===== config.mk =====
export PLATFORM = sky130hd
export DESIGN_NAME = store_buffer_top
export DESIGN_NICKNAME = d
export VERILOG_FILES = /design/src/store_buf_pkg.sv /design/src/store_buffer_top.sv /design/src/sb_lookup_merge.sv /design/src/commit_store_queue.sv /design/src/spec_store_queue.sv
export SDC_FILE = /design/constraint.sdc
export NUM_CORES = 1
export LEC_CHECK = 0
export BUFFER_PORTS_ARGS = -buffer_cell sky130_fd_sc_hd__buf_2
export CAP_MARGIN = 10
export CORE_ASPECT_RATIO = 0.9
export CORE_MARGIN = 3
export CORE_UTILIZATION = 60
export CTS_CLUSTER_DIAMETER = 30
export CTS_CLUSTER_SIZE = 14
export DETAILED_ROUTE_END_ITERATION = 16
export GPL_ROUTABILITY_DRIVEN = 0
export MAX_ROUTING_LAYER = met4
export PLACE_DENSITY = 0.79
export SETUP_SLACK_MARGIN = 0.4
export SLEW_MARGIN = 0
export SYNTH_ARGS = -nofsm -noshare
export SYNTH_HDL_FRONTEND = slang
export SYNTH_SLANG_ARGS = --single-unit

===== constraint.sdc =====
create_clock -name clk_i -period 4.7 [get_ports clk_i]
set_input_delay 0.94 -clock clk_i [delete_from_list [all_inputs] [get_ports clk_i]]
set_output_delay 0.94 -clock clk_i [all_outputs]
set_load 0.01 [all_outputs]

===== src/store_buf_pkg.sv =====
// ----------------------------------------------------------------------
// shared definitions of the store buffer
// address, data and page offset widths
// queue depths, pointer widths and the memory credit count
// store entry, queue content views and the memory request
// ----------------------------------------------------------------------
package store_buf_pkg;

  // physical address and store data widths of the load/store unit
  localparam int PADDR_WIDTH = 32;
  localparam int DATA_WIDTH  = 32;
  localparam int BE_WIDTH    = DATA_WIDTH / 8;

  // lookups compare the word index inside a 4 KiB page
  localparam int OFFSET_MSB   = 11;
  localparam int OFFSET_LSB   = 2;
  localparam int OFFSET_WIDTH = OFFSET_MSB - OFFSET_LSB + 1;

  // both depths must be powers of two so that the pointers wrap on their own
  localparam int SPEC_DEPTH   = 4;
  localparam int COMMIT_DEPTH = 4;
  localparam int SPEC_PTR_W   = $clog2(SPEC_DEPTH);
  localparam int COMMIT_PTR_W = $clog2(COMMIT_DEPTH);

  // the memory side allows this many stores in flight after reset
  localparam int MEM_CREDITS = 2;
  localparam int CREDIT_W    = $clog2(MEM_CREDITS + 1);

  // one buffered store as it travels through both queues
  typedef struct packed {
    logic [PADDR_WIDTH-1:0] addr;
    logic [DATA_WIDTH-1:0]  data;
    logic [BE_WIDTH-1:0]    be;
    logic [1:0]             size;
  } store_entry_t;

  // contents of the speculative queue as seen by the hazard check
  typedef struct packed {
    logic [SPEC_DEPTH-1:0]                   valid;
    logic [SPEC_DEPTH-1:0][OFFSET_WIDTH-1:0] offset;
  } spec_view_t;

  // the same view for the commit queue
  typedef struct packed {
    logic [COMMIT_DEPTH-1:0]                   valid;
    logic [COMMIT_DEPTH-1:0][OFFSET_WIDTH-1:0] offset;
  } commit_view_t;

  // store request towards memory
  typedef struct packed {
    logic         valid;
    store_entry_t store;
  } mem_store_t;

endpackage

===== src/store_buffer_top.sv =====
// ----------------------------------------------------------------------
// store buffer top level
// speculative queue and commit queue side by side
// lookup and status block fed by the views of both queues
// ----------------------------------------------------------------------
module store_buffer_top
  import store_buf_pkg::*;
(
  input  logic         clk_i,
  input  logic         rst_ni,
  input  logic         valid_i,
  input  store_entry_t store_i,
  output logic         ready_o,
  input  logic         commit_i,
  output logic         commit_ready_o,
  input  logic         flush_i,
  input  logic         stall_i,
  input  logic [11:0]  page_offset_i,
  output logic         offset_match_o,
  output logic         no_st_pending_o,
  output logic         empty_o,
  output mem_store_t   mem_req_o,
  input  logic         mem_credit_i
);

  store_entry_t commit_entry;
  spec_view_t   spec_view;
  commit_view_t commit_view;

  // stores wait here until the core commits or flushes them
  spec_store_queue i_spec_queue (
    .clk_i          (clk_i),
    .rst_ni         (rst_ni),
    .push_i         (valid_i),
    .store_i        (store_i),
    .commit_i       (commit_i),
    .flush_i        (flush_i),
    .ready_o        (ready_o),
    .commit_entry_o (commit_entry),
    .view_o         (spec_view)
  );

  // committed stores are final and drain to memory in order
  commit_store_queue i_commit_queue (
    .clk_i          (clk_i),
    .rst_ni         (rst_ni),
    .commit_i       (commit_i),
    .commit_entry_i (commit_entry),
    .stall_i        (stall_i),
    .mem_credit_i   (mem_credit_i),
    .commit_ready_o (commit_ready_o),
    .mem_req_o      (mem_req_o),
    .view_o         (commit_view)
  );

  sb_lookup_merge i_lookup (
    .page_offset_i   (page_offset_i),
    .push_i          (valid_i),
    .store_addr_i    (store_i.addr),
    .spec_view_i     (spec_view),
    .commit_view_i   (commit_view),
    .offset_match_o  (offset_match_o),
    .no_st_pending_o (no_st_pending_o),
    .empty_o         (empty_o)
  );

endmodule


===== src/sb_lookup_merge.sv =====
// ----------------------------------------------------------------------
// hazard check and status flags of the store buffer
// matches a load page offset against both queue views and the incoming store
// ----------------------------------------------------------------------
module sb_lookup_merge
  import store_buf_pkg::*;
(
  input  logic [11:0]            page_offset_i,
  input  logic                   push_i,
  input  logic [PADDR_WIDTH-1:0] store_addr_i,
  input  spec_view_t             spec_view_i,
  input  commit_view_t           commit_view_i,
  output logic                   offset_match_o,
  output logic                   no_st_pending_o,
  output logic                   empty_o
);

  logic [OFFSET_WIDTH-1:0] load_word;

  // byte bits are ignored so any overlap within a word counts as a hit
  assign load_word = page_offset_i[OFFSET_MSB:OFFSET_LSB];

  always_comb begin
    offset_match_o = 1'b0;
    for (int i = 0; i < COMMIT_DEPTH; i++) begin
      if (commit_view_i.valid[i] && (commit_view_i.offset[i] == load_word)) begin
        offset_match_o = 1'b1;
      end
    end
    for (int i = 0; i < SPEC_DEPTH; i++) begin
      if (spec_view_i.valid[i] && (spec_view_i.offset[i] == load_word)) begin
        offset_match_o = 1'b1;
      end
    end
    // the store entering the queue this cycle is not yet in any view
    if (push_i && (store_addr_i[OFFSET_MSB:OFFSET_LSB] == load_word)) begin
      offset_match_o = 1'b1;
    end
  end

  // nothing is pending once every committed store has left for memory
  assign no_st_pending_o = (commit_view_i.valid == '0);
  assign empty_o         = no_st_pending_o && (spec_view_i.valid == '0);

endmodule


===== src/commit_store_queue.sv =====
// ----------------------------------------------------------------------
// commit store queue
// circular buffer filled by commits from the speculative queue
// drains to memory in order under a credit counter
// ----------------------------------------------------------------------
module commit_store_queue
  import store_buf_pkg::*;
(
  input  logic         clk_i,
  input  logic         rst_ni,
  input  logic         commit_i,
  input  store_entry_t commit_entry_i,
  input  logic         stall_i,
  input  logic         mem_credit_i,
  output logic         commit_ready_o,
  output mem_store_t   mem_req_o,
  output commit_view_t view_o
);

  store_entry_t            mem_q [COMMIT_DEPTH];
  logic [COMMIT_DEPTH-1:0] valid_q;
  logic [COMMIT_DEPTH-1:0] valid_d;
  logic [COMMIT_PTR_W-1:0] rd_ptr_q;
  logic [COMMIT_PTR_W-1:0] wr_ptr_q;
  logic [COMMIT_PTR_W:0]   cnt_q;
  logic [CREDIT_W-1:0]     credit_q;
  logic                    issue;

  // ----------------------------------------------------------------------
  // memory side
  // ----------------------------------------------------------------------

  // there is no grant so a request counts as delivered in the cycle it is sent
  assign issue = (cnt_q != '0) && !stall_i && (credit_q != '0);

  assign mem_req_o.valid = issue;
  assign mem_req_o.store = mem_q[rd_ptr_q];

  // a commit is accepted only when a slot is free at the start of the cycle
  assign commit_ready_o = (cnt_q < COMMIT_DEPTH);

  // an issue and a credit return in the same cycle cancel each other out
  always_ff @(posedge clk_i or negedge rst_ni) begin
    if (!rst_ni) begin
      credit_q <= CREDIT_W'(MEM_CREDITS);
    end else if (issue && !mem_credit_i) begin
      credit_q <= credit_q - 1'b1;
    end else if (mem_credit_i && !issue) begin
      credit_q <= credit_q + 1'b1;
    end
  end

  // ----------------------------------------------------------------------
  // queue state
  // ----------------------------------------------------------------------

  always_comb begin
    valid_d = valid_q;
    if (issue) begin
      valid_d[rd_ptr_q] = 1'b0;
    end
    if (commit_i) begin
      valid_d[wr_ptr_q] = 1'b1;
    end
  end

  always_ff @(posedge clk_i or negedge rst_ni) begin
    if (!rst_ni) begin
      valid_q  <= '0;
      rd_ptr_q <= '0;
      wr_ptr_q <= '0;
      cnt_q    <= '0;
    end else begin
      valid_q <= valid_d;
      if (commit_i) begin
        wr_ptr_q <= wr_ptr_q + 1'b1;
      end
      if (issue) begin
        rd_ptr_q <= rd_ptr_q + 1'b1;
      end
      if (commit_i && !issue) begin
        cnt_q <= cnt_q + 1'b1;
      end else if (issue && !commit_i) begin
        cnt_q <= cnt_q - 1'b1;
      end
    end
  end

  // committed payload is written at the same edge the speculative head leaves
  always_ff @(posedge clk_i) begin
    if (commit_i) begin
      mem_q[wr_ptr_q] <= commit_entry_i;
    end
  end

  always_comb begin
    view_o.valid = valid_q;
    for (int i = 0; i < COMMIT_DEPTH; i++) begin
      view_o.offset[i] = mem_q[i].addr[OFFSET_MSB:OFFSET_LSB];
    end
  end

  a_commit_overflow : assert property (@(posedge clk_i) disable iff (!rst_ni)
    commit_i |-> (cnt_q < COMMIT_DEPTH))
    else $error("commit into a full commit queue");

  // the memory never returns more credits than it holds stores in flight
  a_credit_bound : assert property (@(posedge clk_i) disable iff (!rst_ni)
    mem_credit_i && !issue |-> (credit_q < MEM_CREDITS))
    else $error("credit count would exceed MEM_CREDITS");

endmodule


===== src/spec_store_queue.sv =====
// ----------------------------------------------------------------------
// speculative store queue
// circular buffer with push, commit pop and flush
// exports the head entry and a view of all valid offsets
// ----------------------------------------------------------------------
module spec_store_queue
  import store_buf_pkg::*;
(
  input  logic         clk_i,
  input  logic         rst_ni,
  input  logic         push_i,
  input  store_entry_t store_i,
  input  logic         commit_i,
  input  logic         flush_i,
  output logic         ready_o,
  output store_entry_t commit_entry_o,
  output spec_view_t   view_o
);

  store_entry_t          mem_q [SPEC_DEPTH];
  logic [SPEC_DEPTH-1:0] valid_q;
  logic [SPEC_DEPTH-1:0] valid_d;
  logic [SPEC_PTR_W-1:0] rd_ptr_q;
  logic [SPEC_PTR_W-1:0] wr_ptr_q;
  logic [SPEC_PTR_W:0]   cnt_q;

  // a commit in the same cycle frees the head slot for the new store
  assign ready_o = (cnt_q < SPEC_DEPTH) || commit_i;

  // the commit queue captures the head entry at the commit edge
  assign commit_entry_o = mem_q[rd_ptr_q];

  // the head is cleared before the tail is set because both can be one slot when full
  always_comb begin
    valid_d = valid_q;
    if (commit_i) begin
      valid_d[rd_ptr_q] = 1'b0;
    end
    if (push_i) begin
      valid_d[wr_ptr_q] = 1'b1;
    end
    // a flush drops every speculative store and any store pushed with it
    if (flush_i) begin
      valid_d = '0;
    end
  end

  always_ff @(posedge clk_i or negedge rst_ni) begin
    if (!rst_ni) begin
      valid_q  <= '0;
      rd_ptr_q <= '0;
      wr_ptr_q <= '0;
      cnt_q    <= '0;
    end else begin
      valid_q <= valid_d;
      if (flush_i) begin
        // the read pointer stays so the queue restarts where it stood
        wr_ptr_q <= rd_ptr_q;
        cnt_q    <= '0;
      end else begin
        if (push_i) begin
          wr_ptr_q <= wr_ptr_q + 1'b1;
        end
        if (commit_i) begin
          rd_ptr_q <= rd_ptr_q + 1'b1;
        end
        if (push_i && !commit_i) begin
          cnt_q <= cnt_q + 1'b1;
        end else if (commit_i && !push_i) begin
          cnt_q <= cnt_q - 1'b1;
        end
      end
    end
  end

  always_ff @(posedge clk_i) begin
    if (push_i) begin
      mem_q[wr_ptr_q] <= store_i;
    end
  end

  // only the word offsets leave the queue for the hazard check
  always_comb begin
    view_o.valid = valid_q;
    for (int i = 0; i < SPEC_DEPTH; i++) begin
      view_o.offset[i] = mem_q[i].addr[OFFSET_MSB:OFFSET_LSB];
    end
  end

  // the core may fill the last slot only while a commit frees the head
  a_spec_overflow : assert property (@(posedge clk_i) disable iff (!rst_ni)
    push_i && (cnt_q == SPEC_DEPTH) |-> commit_i)
    else $error("speculative queue pushed while full");

  a_commit_empty : assert property (@(posedge clk_i) disable iff (!rst_ni)
    commit_i |-> (cnt_q != '0))
    else $error("commit from an empty speculative queue");

  // commit and flush come from the same pipeline stage and exclude each other
  a_commit_flush : assert property (@(posedge clk_i) disable iff (!rst_ni)
    flush_i |-> !commit_i)
    else $error("commit and flush in the same cycle");

endmodule


==> results.txt, run 1 <==
The number of different library cells used by synthesis comes to 33. After filler insertion, the fill cell instance count of the layout stands at 2089. The full die area was 0.0404 sq mm. The wire-length estimate of the detail-placed layout is 25200 microns. Measured against its own limit, the worst slew margin works out to 23.6%. The total overflow left after global routing is 0. In this run, the number of DRC markers left after iteration 0 of detailed routing was 740. The proportion of layout cells with a drive suffix above 1 came out at 37.7%. The worst setup path is of the reg2out kind. The via count of the first global-routing pass was 11732; the clock transition time at the flip-flop clock pins of the worst setup and hold paths was 0.05 ns. Synthesized area: 0.0228 sq mm. Sequential cells burn 41.7% of the power. The worst path uses 75.2% of the clock period. In this run the standard cell core region covers 0.0374 sq mm.

The logs give 3.76 ns for the required time of the critical path and 0.538 mV for the worst vdd rail ir drop. Each instance of the synthesized netlist takes up on average 22.7 sq um. The final total negative setup slack was 0 ns.

In this run the cell area measured after placement is 0.0240 sq mm. CTS placed an instance of sky130_fd_sc_hd__clkbuf_16 at the clock tree root. The layout overhead on the synthesized area was 20.2%; the number of buffers inserted during clock tree synthesis was 98. The maximum root-to-sink buffer count was 3; the cell-internal power was 14.2 mW.

Once the clock tree was built, the resizer swapped 0 gates to a different size. Buffers inserted to repair hold after CTS numbered 0. Row generation in the floorplan step produced 67 rows. In the final routed layout, each cell accounts on average for 26.0 microns. The tools report the number of antenna violations at the first check in global routing as 7.

The first global-routing pass estimated 71600 microns of wire. The run gives 0 as the number of hold violations in the final report. The element type at the critical path end was an output pin.

The global-route usage over all layers is 25.1%. The tightest min-delay check is of the in2async type. Once routing completed, OpenROAD measured the worst setup slack at 1.17 ns. During synthesis, Yosys emitted a total of 0 warnings. The H-tree depth reported by CTS was 3; the relative contribution of combinational cells to total power was 21.6%. Setup violations remaining at the end of the flow were counted as 0. Counting every instance in the synthesized netlist gives 1004. Number of cells traversed by the worst register-to-register path: 2. From left edge to right edge, the die measures 211 microns. The flop and latch count out of synthesis came out at 584. The length of the first detailed-routing pass in iterations was 5; the clock period minus final worst setup slack was 3.53 ns.

After detailed routing, the total wire length is 47200 microns. Clock skew on the completed layout was measured at 0.0265 ns. TritonCTS built the clock tree. The final route contains 10762 vias. The tools report the largest net degree at the start of global routing as 69. For the worst-skew pair, the clock arrives at the later sink with an insertion delay of 0.61 ns.

The finished cells cover 0.0274 sq mm. In this run the worst path has a maximum fanout of 24. In the final layout, flip-flops and latches occupy 0.0174 sq mm. The overall die height came out at 191 microns. Setup repair after global routing left no endpoint under its margin. The number of setup buffers added after CTS is 0. In the routed layout, each cell is associated on average with a via count of 5.93. The total nets after synthesis was 1113.

The analysis attributes to cell leakage a power of 9.34 nW. After synthesis, flip-flops and latches occupy 76.4% of the total area. In the routed design, unresolved DRC markers number 0. The post-route non-filler standard cell count is 1816, and the initial standard-cell utilization of the core is 61.0%. The tool flagged a number of max-cap violations equal to 0.

The number of sinks on the clock net is 584, and the final net count is 1349. For this design the top-level I/O count stands at 165. The slew at the pin with the worst max-slew slack is 1.15 ns, and the cell area power density is 719 mW/mm^2. The area used by multi-input combinational logic came out at 0.00489 sq mm.

The run finished with clean final reports. In this run the tool buffered the top-level ports with 162 buffer cells. The logs give 5.52 mW for the total net switching power and 1623 for the number of cells in the design after placement. STA classifies the critical path startpoint as a flop. Per report_power, the clock group accounts for 36.7% of the total. Once detail routing completed, the nets flagged for antenna violations numbered 0. Data arrives at the worst endpoint at 2.59 ns. The switching power share of the total came out at 28.0%. The upper clock frequency limit is 283 MHz, and the total count of max-transition violations in the final report is 0.

The worst-case setup slack after placement was 1.52 ns.
-- state kept, by name, indices dropped and copies added (netlist names) --
register / count
i_commit_queue.cnt_q: 3
i_commit_queue.credit_q: 2
i_commit_queue.mem_q: 280
i_commit_queue.rd_ptr_q: 2
i_commit_queue.valid_q: 4
i_commit_queue.wr_ptr_q: 2
i_spec_queue.cnt_q: 3
i_spec_queue.mem_q: 280
i_spec_queue.rd_ptr_q: 2
i_spec_queue.valid_q: 4
i_spec_queue.wr_ptr_q: 2
-- final timing paths --
kind / start / endpoint / slack (ns)
max in group asynchronous: rst_ni / i_commit_queue.rd_ptr_q[1]$_DFFE_PN0P_ / 3.85
setup reg to reg: i_spec_queue.rd_ptr_q[0]$_DFFE_PN0P_ / i_commit_queue.mem_q[2][44]$_DFFE_PP_ / 2.36
min in group clk_i: store_i[8] / i_spec_queue.mem_q[1][8]$_DFFE_PP_ / 0.53
hold / removal: rst_ni / i_commit_queue.cnt_q[2]$_DFFE_PN0P_ / 0.36
hold reg to reg: i_commit_queue.valid_q[2]$_DFF_PN0_ / i_commit_queue.valid_q[2]$_DFF_PN0_ / 0.53
setup / recovery: i_commit_queue.rd_ptr_q[0]$_DFFE_PN0P_ / mem_req_o[2] / 1.17
-- kinds of logic (layout without fill, tap and decap cells) --
family	after synthesis	in the layout	synth area share, %
flops	584	584	76.4
mux	143	143	14.0
xor+xnor	103	103	3.96
simple gates	78	78	1.83
buf+inv	61	379	2.24
fa+ha+maj	20	20	1.16
compound gates	15	15	0.401
other cells	0	11	0
-- synth_stat cells --
| cell | count | area (sq um) |
|---|---|---|
| sky130_fd_sc_hd__nor3_4 | 1 | 16.3 |
| sky130_fd_sc_hd__a211oi_1 | 1 | 7.51 |
| sky130_fd_sc_hd__edfxtp_1 | 560 | 16800 |
| sky130_fd_sc_hd__xor2_1 | 10 | 87.6 |
| sky130_fd_sc_hd__mux2_2 | 2 | 22.5 |
| sky130_fd_sc_hd__buf_6 | 19 | 214 |
| sky130_fd_sc_hd__xnor2_1 | 93 | 815 |
| sky130_fd_sc_hd__and2_1 | 9 | 56.3 |
| sky130_fd_sc_hd__ha_1 | 18 | 225 |
| sky130_fd_sc_hd__nand3_1 | 9 | 45.0 |
| sky130_fd_sc_hd__nor4_2 | 1 | 12.5 |
| sky130_fd_sc_hd__clkbuf_1 | 1 | 3.75 |
| sky130_fd_sc_hd__a41oi_1 | 1 | 8.76 |
| sky130_fd_sc_hd__mux2i_1 | 1 | 10.0 |
| sky130_fd_sc_hd__fa_1 | 2 | 40.0 |
| sky130_fd_sc_hd__mux4_2 | 139 | 3130 |
| sky130_fd_sc_hd__dfrtp_1 | 23 | 576 |
| sky130_fd_sc_hd__nand4_1 | 17 | 106 |
| sky130_fd_sc_hd__o21ai_0 | 4 | 20.0 |
| sky130_fd_sc_hd__buf_4 | 1 | 7.51 |
| sky130_fd_sc_hd__nor4_1 | 3 | 18.8 |
| sky130_fd_sc_hd__dfstp_2 | 1 | 26.3 |
| sky130_fd_sc_hd__a21oi_1 | 5 | 25.0 |
| sky130_fd_sc_hd__mux4_1 | 1 | 26.3 |
| sky130_fd_sc_hd__inv_1 | 15 | 56.3 |
| sky130_fd_sc_hd__buf_2 | 18 | 90.1 |
| sky130_fd_sc_hd__nand2_1 | 13 | 48.8 |
| sky130_fd_sc_hd__buf_12 | 7 | 140 |
| sky130_fd_sc_hd__nor2_1 | 12 | 45.0 |
| sky130_fd_sc_hd__nor2b_1 | 1 | 6.26 |
| sky130_fd_sc_hd__nor3_1 | 10 | 50.1 |
| sky130_fd_sc_hd__nand2b_1 | 2 | 12.5 |
| sky130_fd_sc_hd__a21o_1 | 4 | 30.0 |
-- power groups by stage --
stage | registers [mW] | logic, mW | clock network [mW]
after CTS | 8.24 | 4.32 | 7.32
final | 8.21 | 4.26 | 7.24
after global placement | 8.18 | 4.12 | 0
after floorplan | 7.80 | 3.33 | 0
after detailed placement | 8.28 | 4.25 | 0
after global routing | 8.34 | 4.59 | 7.58
-- cells in the final DEF, fill, tap and decap left out, drive strengths merged, types with 2 or more instances in the layout --
master	synthesis	routed
xor2	10	10
buf	45	182
nor3	11	11
nor2	12	12
inv	15	29
bufinv	0	15
nand2	13	13
nor4	4	4
nand4	17	17
a21o	4	4
mux4	140	140
dfrtp	23	23
nand3	9	9
mux2	2	2
nand2b	2	2
xnor2	93	93
diode	0	11
ha	18	18
and2	9	9
a21oi	5	5
clkbuf	1	113
fa	2	2
clkinv	0	29
o21ai	4	4
edfxtp	560	560
clkinvlp	0	11
-- through the flow --
| step | power, mW | hold WS [ns] | utilization [%] |
|---|---|---|---|
| finish | 19.7 | 0.359 | 73.3 |
| global route | 20.5 | 0.383 | 73.3 |
| CTS | 19.9 | 0.350 | 73.2 |
| detailed placement | 12.5 | 0.502 | 64.1 |
| global placement | 12.3 | 0.498 | 64.1 |
| floorplan | 11.1 | 0.472 | - |
-- layer usage --
metal / global-route usage (%) / up-vias / routed length, microns
li1: - / 4632 / -
met4: 7.91 / 0 / 1230
met3: 7.15 / 101 / 3560
met1: 30.9 / 5645 / 17800
met2: 41.2 / 384 / 24600
met5: - / - / 0
-- cell type report --
class                      instances  share of cell area (%)
antenna                           11                   0.100
clock buffer                     113                    9.34
clock inverter                    69                    3.11
inverter                          15                   0.205
multi-input combinational        359                    17.8
sequential                       584                    63.6
tap                              483                    2.21
timing repair buffer             182                    3.60
-- worst max-delay path, cell delays in order (launching register included) --
cell	delay, ns
sky130_fd_sc_hd__dfrtp_4	0.77
sky130_fd_sc_hd__buf_4	0.45
sky130_fd_sc_hd__mux4_2	0.58
sky130_fd_sc_hd__buf_2	0.16
(Power assumes the default switching activity.)
==> inputs of run 2 (changes only) <==
==> constraint.sdc (replaced) <==
create_clock -name clk_i -period 3.48 [get_ports clk_i]
set_input_delay 0.696 -clock clk_i [delete_from_list [all_inputs] [get_ports clk_i]]
set_output_delay 0.696 -clock clk_i [all_outputs]
set_load 0.01 [all_outputs]
==> results.txt, run 2 (synthesis gave the netlist of run 1 again) <==
The run finished with clean final reports. The last element of the critical path was mem_req_o[42] (was mem_req_o[2]). Registers with the most flip-flops: i_commit_queue.mem_q x280, i_spec_queue.mem_q x280 (unchanged). The total count of max-transition violations in the final report was 0 (unchanged); the number of cells traversed by the worst register-to-register path was 2 (unchanged). The run gives 0.808 mV (was 0.538 mV) as the worst vdd rail ir drop. The tools report the number of failing setup endpoints in the final timing report as 0 (unchanged).

The average wire per standard cell works out to 26.3 microns (was 26.0 microns). Worst setup path startpoint: i_commit_queue.rd_ptr_q[0]$_DFFE_PN0P_ (unchanged). The worst min-delay path class was in2async (unchanged). The logs give 11857 (was 11732) for the via count of the first global-routing pass and 3 (unchanged) for the maximum root-to-sink buffer count. The layout overhead on the synthesized area is 21.3% (was 20.2%). The worst setup skew after layout was 0.0310 ns (was 0.0265 ns). Number of ports placed on the die boundary: 165 (unchanged). Commonest non-fill, non-tap cells in the layout: 560 x sky130_fd_sc_hd__edfxtp_1, 162 x sky130_fd_sc_hd__buf_2, 139 x sky130_fd_sc_hd__mux4_2 (unchanged). For the post-layout worst setup margin, the log shows 0.523 ns (was 1.17 ns). The tools report the initial standard-cell utilization of the core as 61.0% (unchanged). Number of buffers inserted during clock tree synthesis: 102 (was 98). The number of hold violations in the final report came out at 0 (unchanged). The tools report the layout filler cell count as 2048 (was 2089). Global-route wire length before repair: 73100 microns (was 71600 microns). The overall die height is 191 microns (unchanged). The logs give 0.63 ns (was 0.61 ns) for the worst-skew pair later-pin latency and 1.24 ns (was 2.36 ns) for the reg2reg setup slack.

For the total congestion overflow, the log shows 0 (unchanged). The final net count is 1356 (was 1349). Endpoint of the worst register-to-register path: i_commit_queue.mem_q[0][4]$_DFFE_PP_ (was i_commit_queue.mem_q[2][44]$_DFFE_PP_). The routed wire length is 48000 microns (was 47200 microns), and the largest net degree at the start of global routing is 64 (was 69). The proportion of layout cells with a drive suffix above 1 came out at 38.5% (was 37.7%). The tools report the final total negative setup slack as 0 ns (unchanged). The total number of vias came out at 10883 (was 10762). The via density per instance was 5.97 (was 5.93).

The post-route DRC violation count came out at 0 (unchanged). In the finished design, the share of the clock period the worst path needs comes to 85.0%. The slew at the pin with the worst max-slew slack is 1.05 ns (was 1.15 ns). The tools report the root cell of the clock tree as sky130_fd_sc_hd__clkbuf_16 (unchanged).

Startpoint of the worst-slack reg-to-reg timing path: i_spec_queue.rd_ptr_q[1]$_DFFE_PN0P_ (was i_spec_queue.rd_ptr_q[0]$_DFFE_PN0P_). The logs give 9.45 nW (was 9.34 nW) for the leakage dissipation and 30.2% (was 23.6%) for the normalized max-slew margin. The total core area was 0.0374 sq mm (unchanged).

Based on the critical path, the design can be clocked at up to 338 MHz. The clock transition time at the flip-flop clock pins of the worst setup and hold paths is 0.05 ns (about the same). Most common library cell in the layout ignoring fill and taps: sky130_fd_sc_hd__edfxtp_1 (unchanged). The H-tree depth reported by CTS is 3 (unchanged). The cell area power density is 977 mW/mm^2 (was 719 mW/mm^2). Violation count after the first detailed-route iteration: 912 (was 740).

Class of the most critical setup path: reg2out (unchanged). The detailed placer's ending HPWL was 25700 microns (was 25200 microns); the worst-case setup slack after placement was 0.785 ns (was 1.52 ns). The number of rows created at floorplan is 67 (unchanged).

The run gives 0.0792 ns (was 0.359 ns) as the final worst hold slack. The number of maximum-capacitance constraint violations was 0 (unchanged); the largest driver fanout on the critical path was 35 (was 24). The run gives 6 (was 5) as the length of the first detailed-routing pass in iterations.

TritonCTS built the clock tree. The post-detailed-route count of antenna-violating nets is 0 (unchanged). The clock period minus final worst setup slack works out to 2.96 ns. Setup repair after global routing left no endpoint under its margin. For the number of antenna violations at the first check in global routing, the log shows 5 (was 7). Number of I/O port buffers: 162 (unchanged). The category of the worst setup path launch point was a flop (unchanged). The required time of the critical path is 2.78 ns (was 3.76 ns), and the horizontal extent of the die is 211 microns (unchanged). Number of sinks on the clock net: 584 (unchanged).

Arrival time of the worst setup path: 2.26 ns (was 2.59 ns). The tools report the element type at the critical path end as an output pin (unchanged). The full die area is 0.0404 sq mm (unchanged), and the count of hold-fix buffers inserted at cts is 0 (unchanged). The tools report the global-route usage over all layers as 25.6% (was 25.1%).
==> run 2: cell types whose count changed in the layout (fill, tap and decap cells not counted), moves of 2 or more <==
| cell | previous run | this run |
|---|---|---|
| sky130_fd_sc_hd__buf_12 | 2 | 10 |
| sky130_fd_sc_hd__buf_4 | 18 | 11 |
| sky130_fd_sc_hd__clkinv_2 | 10 | 16 |
| sky130_fd_sc_hd__clkinv_4 | 6 | 11 |
| sky130_fd_sc_hd__diode_2 | 11 | 6 |
| sky130_fd_sc_hd__clkbuf_1 | 11 | 7 |
| sky130_fd_sc_hd__clkbuf_16 | 99 | 103 |
| sky130_fd_sc_hd__inv_8 | 4 | 1 |
| sky130_fd_sc_hd__bufinv_16 | 15 | 13 |
| sky130_fd_sc_hd__clkinvlp_4 | 11 | 13 |
==> run 2: power breakdown <==
group          leakage, nW  switching, mW  internal, mW  total (mW)
Sequential            5.43          0.853          10.0        10.9
Combinational         2.33           3.36          2.82        6.18
Clock                 1.69           3.46          6.48        9.93
Total                 9.45           7.67          19.3        27.0
==> run 2: worst min-delay path by stage <==
stage	endpoint	slack (ns)	start	cells after the start
final	i_commit_queue.cnt_q[2]$_DFFE_PN0P_	0.08	rst_ni	1
after global routing	i_commit_queue.cnt_q[2]$_DFFE_PN0P_	0.10	rst_ni	1
after CTS	i_commit_queue.cnt_q[2]$_DFFE_PN0P_	0.07	rst_ni	1
after detailed placement	i_commit_queue.credit_q[0]$_DFFE_PN0P_	0.51	i_commit_queue.credit_q[0]$_DFFE_PN0P_	1
after global placement	i_commit_queue.credit_q[0]$_DFFE_PN0P_	0.50	i_commit_queue.credit_q[0]$_DFFE_PN0P_	1
after floorplan	i_commit_queue.cnt_q[0]$_DFFE_PN0P_	0.40	rst_ni	0
==> run 2: metal layers <==
layer,global-route usage [%],share of wire [%],vias up
li1,-,-,4660
met1,33.2,39,5728
met2,41.6,52,418
met3,6.15,7.1,77
met4,6.62,1.9,0
met5,-,0,-
==> run 2: cell type report <==
cell class	instances	area, sq um	area share [%]
flip-flops and latches	584	17400	63.0
multi-input cells	359	4890	17.7
clock buffers	112	2630	9.51
repair buffers	185	1150	4.17
clock inverters	80	881	3.18
well taps	483	604	2.18
inverters	15	56.3	0.204
diodes	6	15.0	0.0543
==> run 2: timing repair <==
item / CTS / global route
setup buffers: 0 / 0
resized for setup: 1 / 0
endpoints found under the setup margin: 46 / 0
hold endpoints to repair: 0 / 0
==> run 2: worst max-delay path, stage by stage (launching register included) <==
cell,delay (ns)
sky130_fd_sc_hd__dfrtp_4,0.45
sky130_fd_sc_hd__bufbuf_16,0.46
sky130_fd_sc_hd__mux4_2,0.56
sky130_fd_sc_hd__buf_2,0.16
==> run 2: per-stage QoR <==
step / utilization (%) / cell area (sq um) / power, mW / std cells
floorplan: - / 22800 / 15.0 / 1004
global placement: 64.4 / 24100 / 16.8 / 1625
CTS: 73.9 / 27600 / 27.3 / 1818
detailed placement: 64.4 / 24100 / 17.1 / 1625
global route: 74.0 / 27700 / 28.1 / 1823
finish: 74.0 / 27700 / 27.0 / 1824
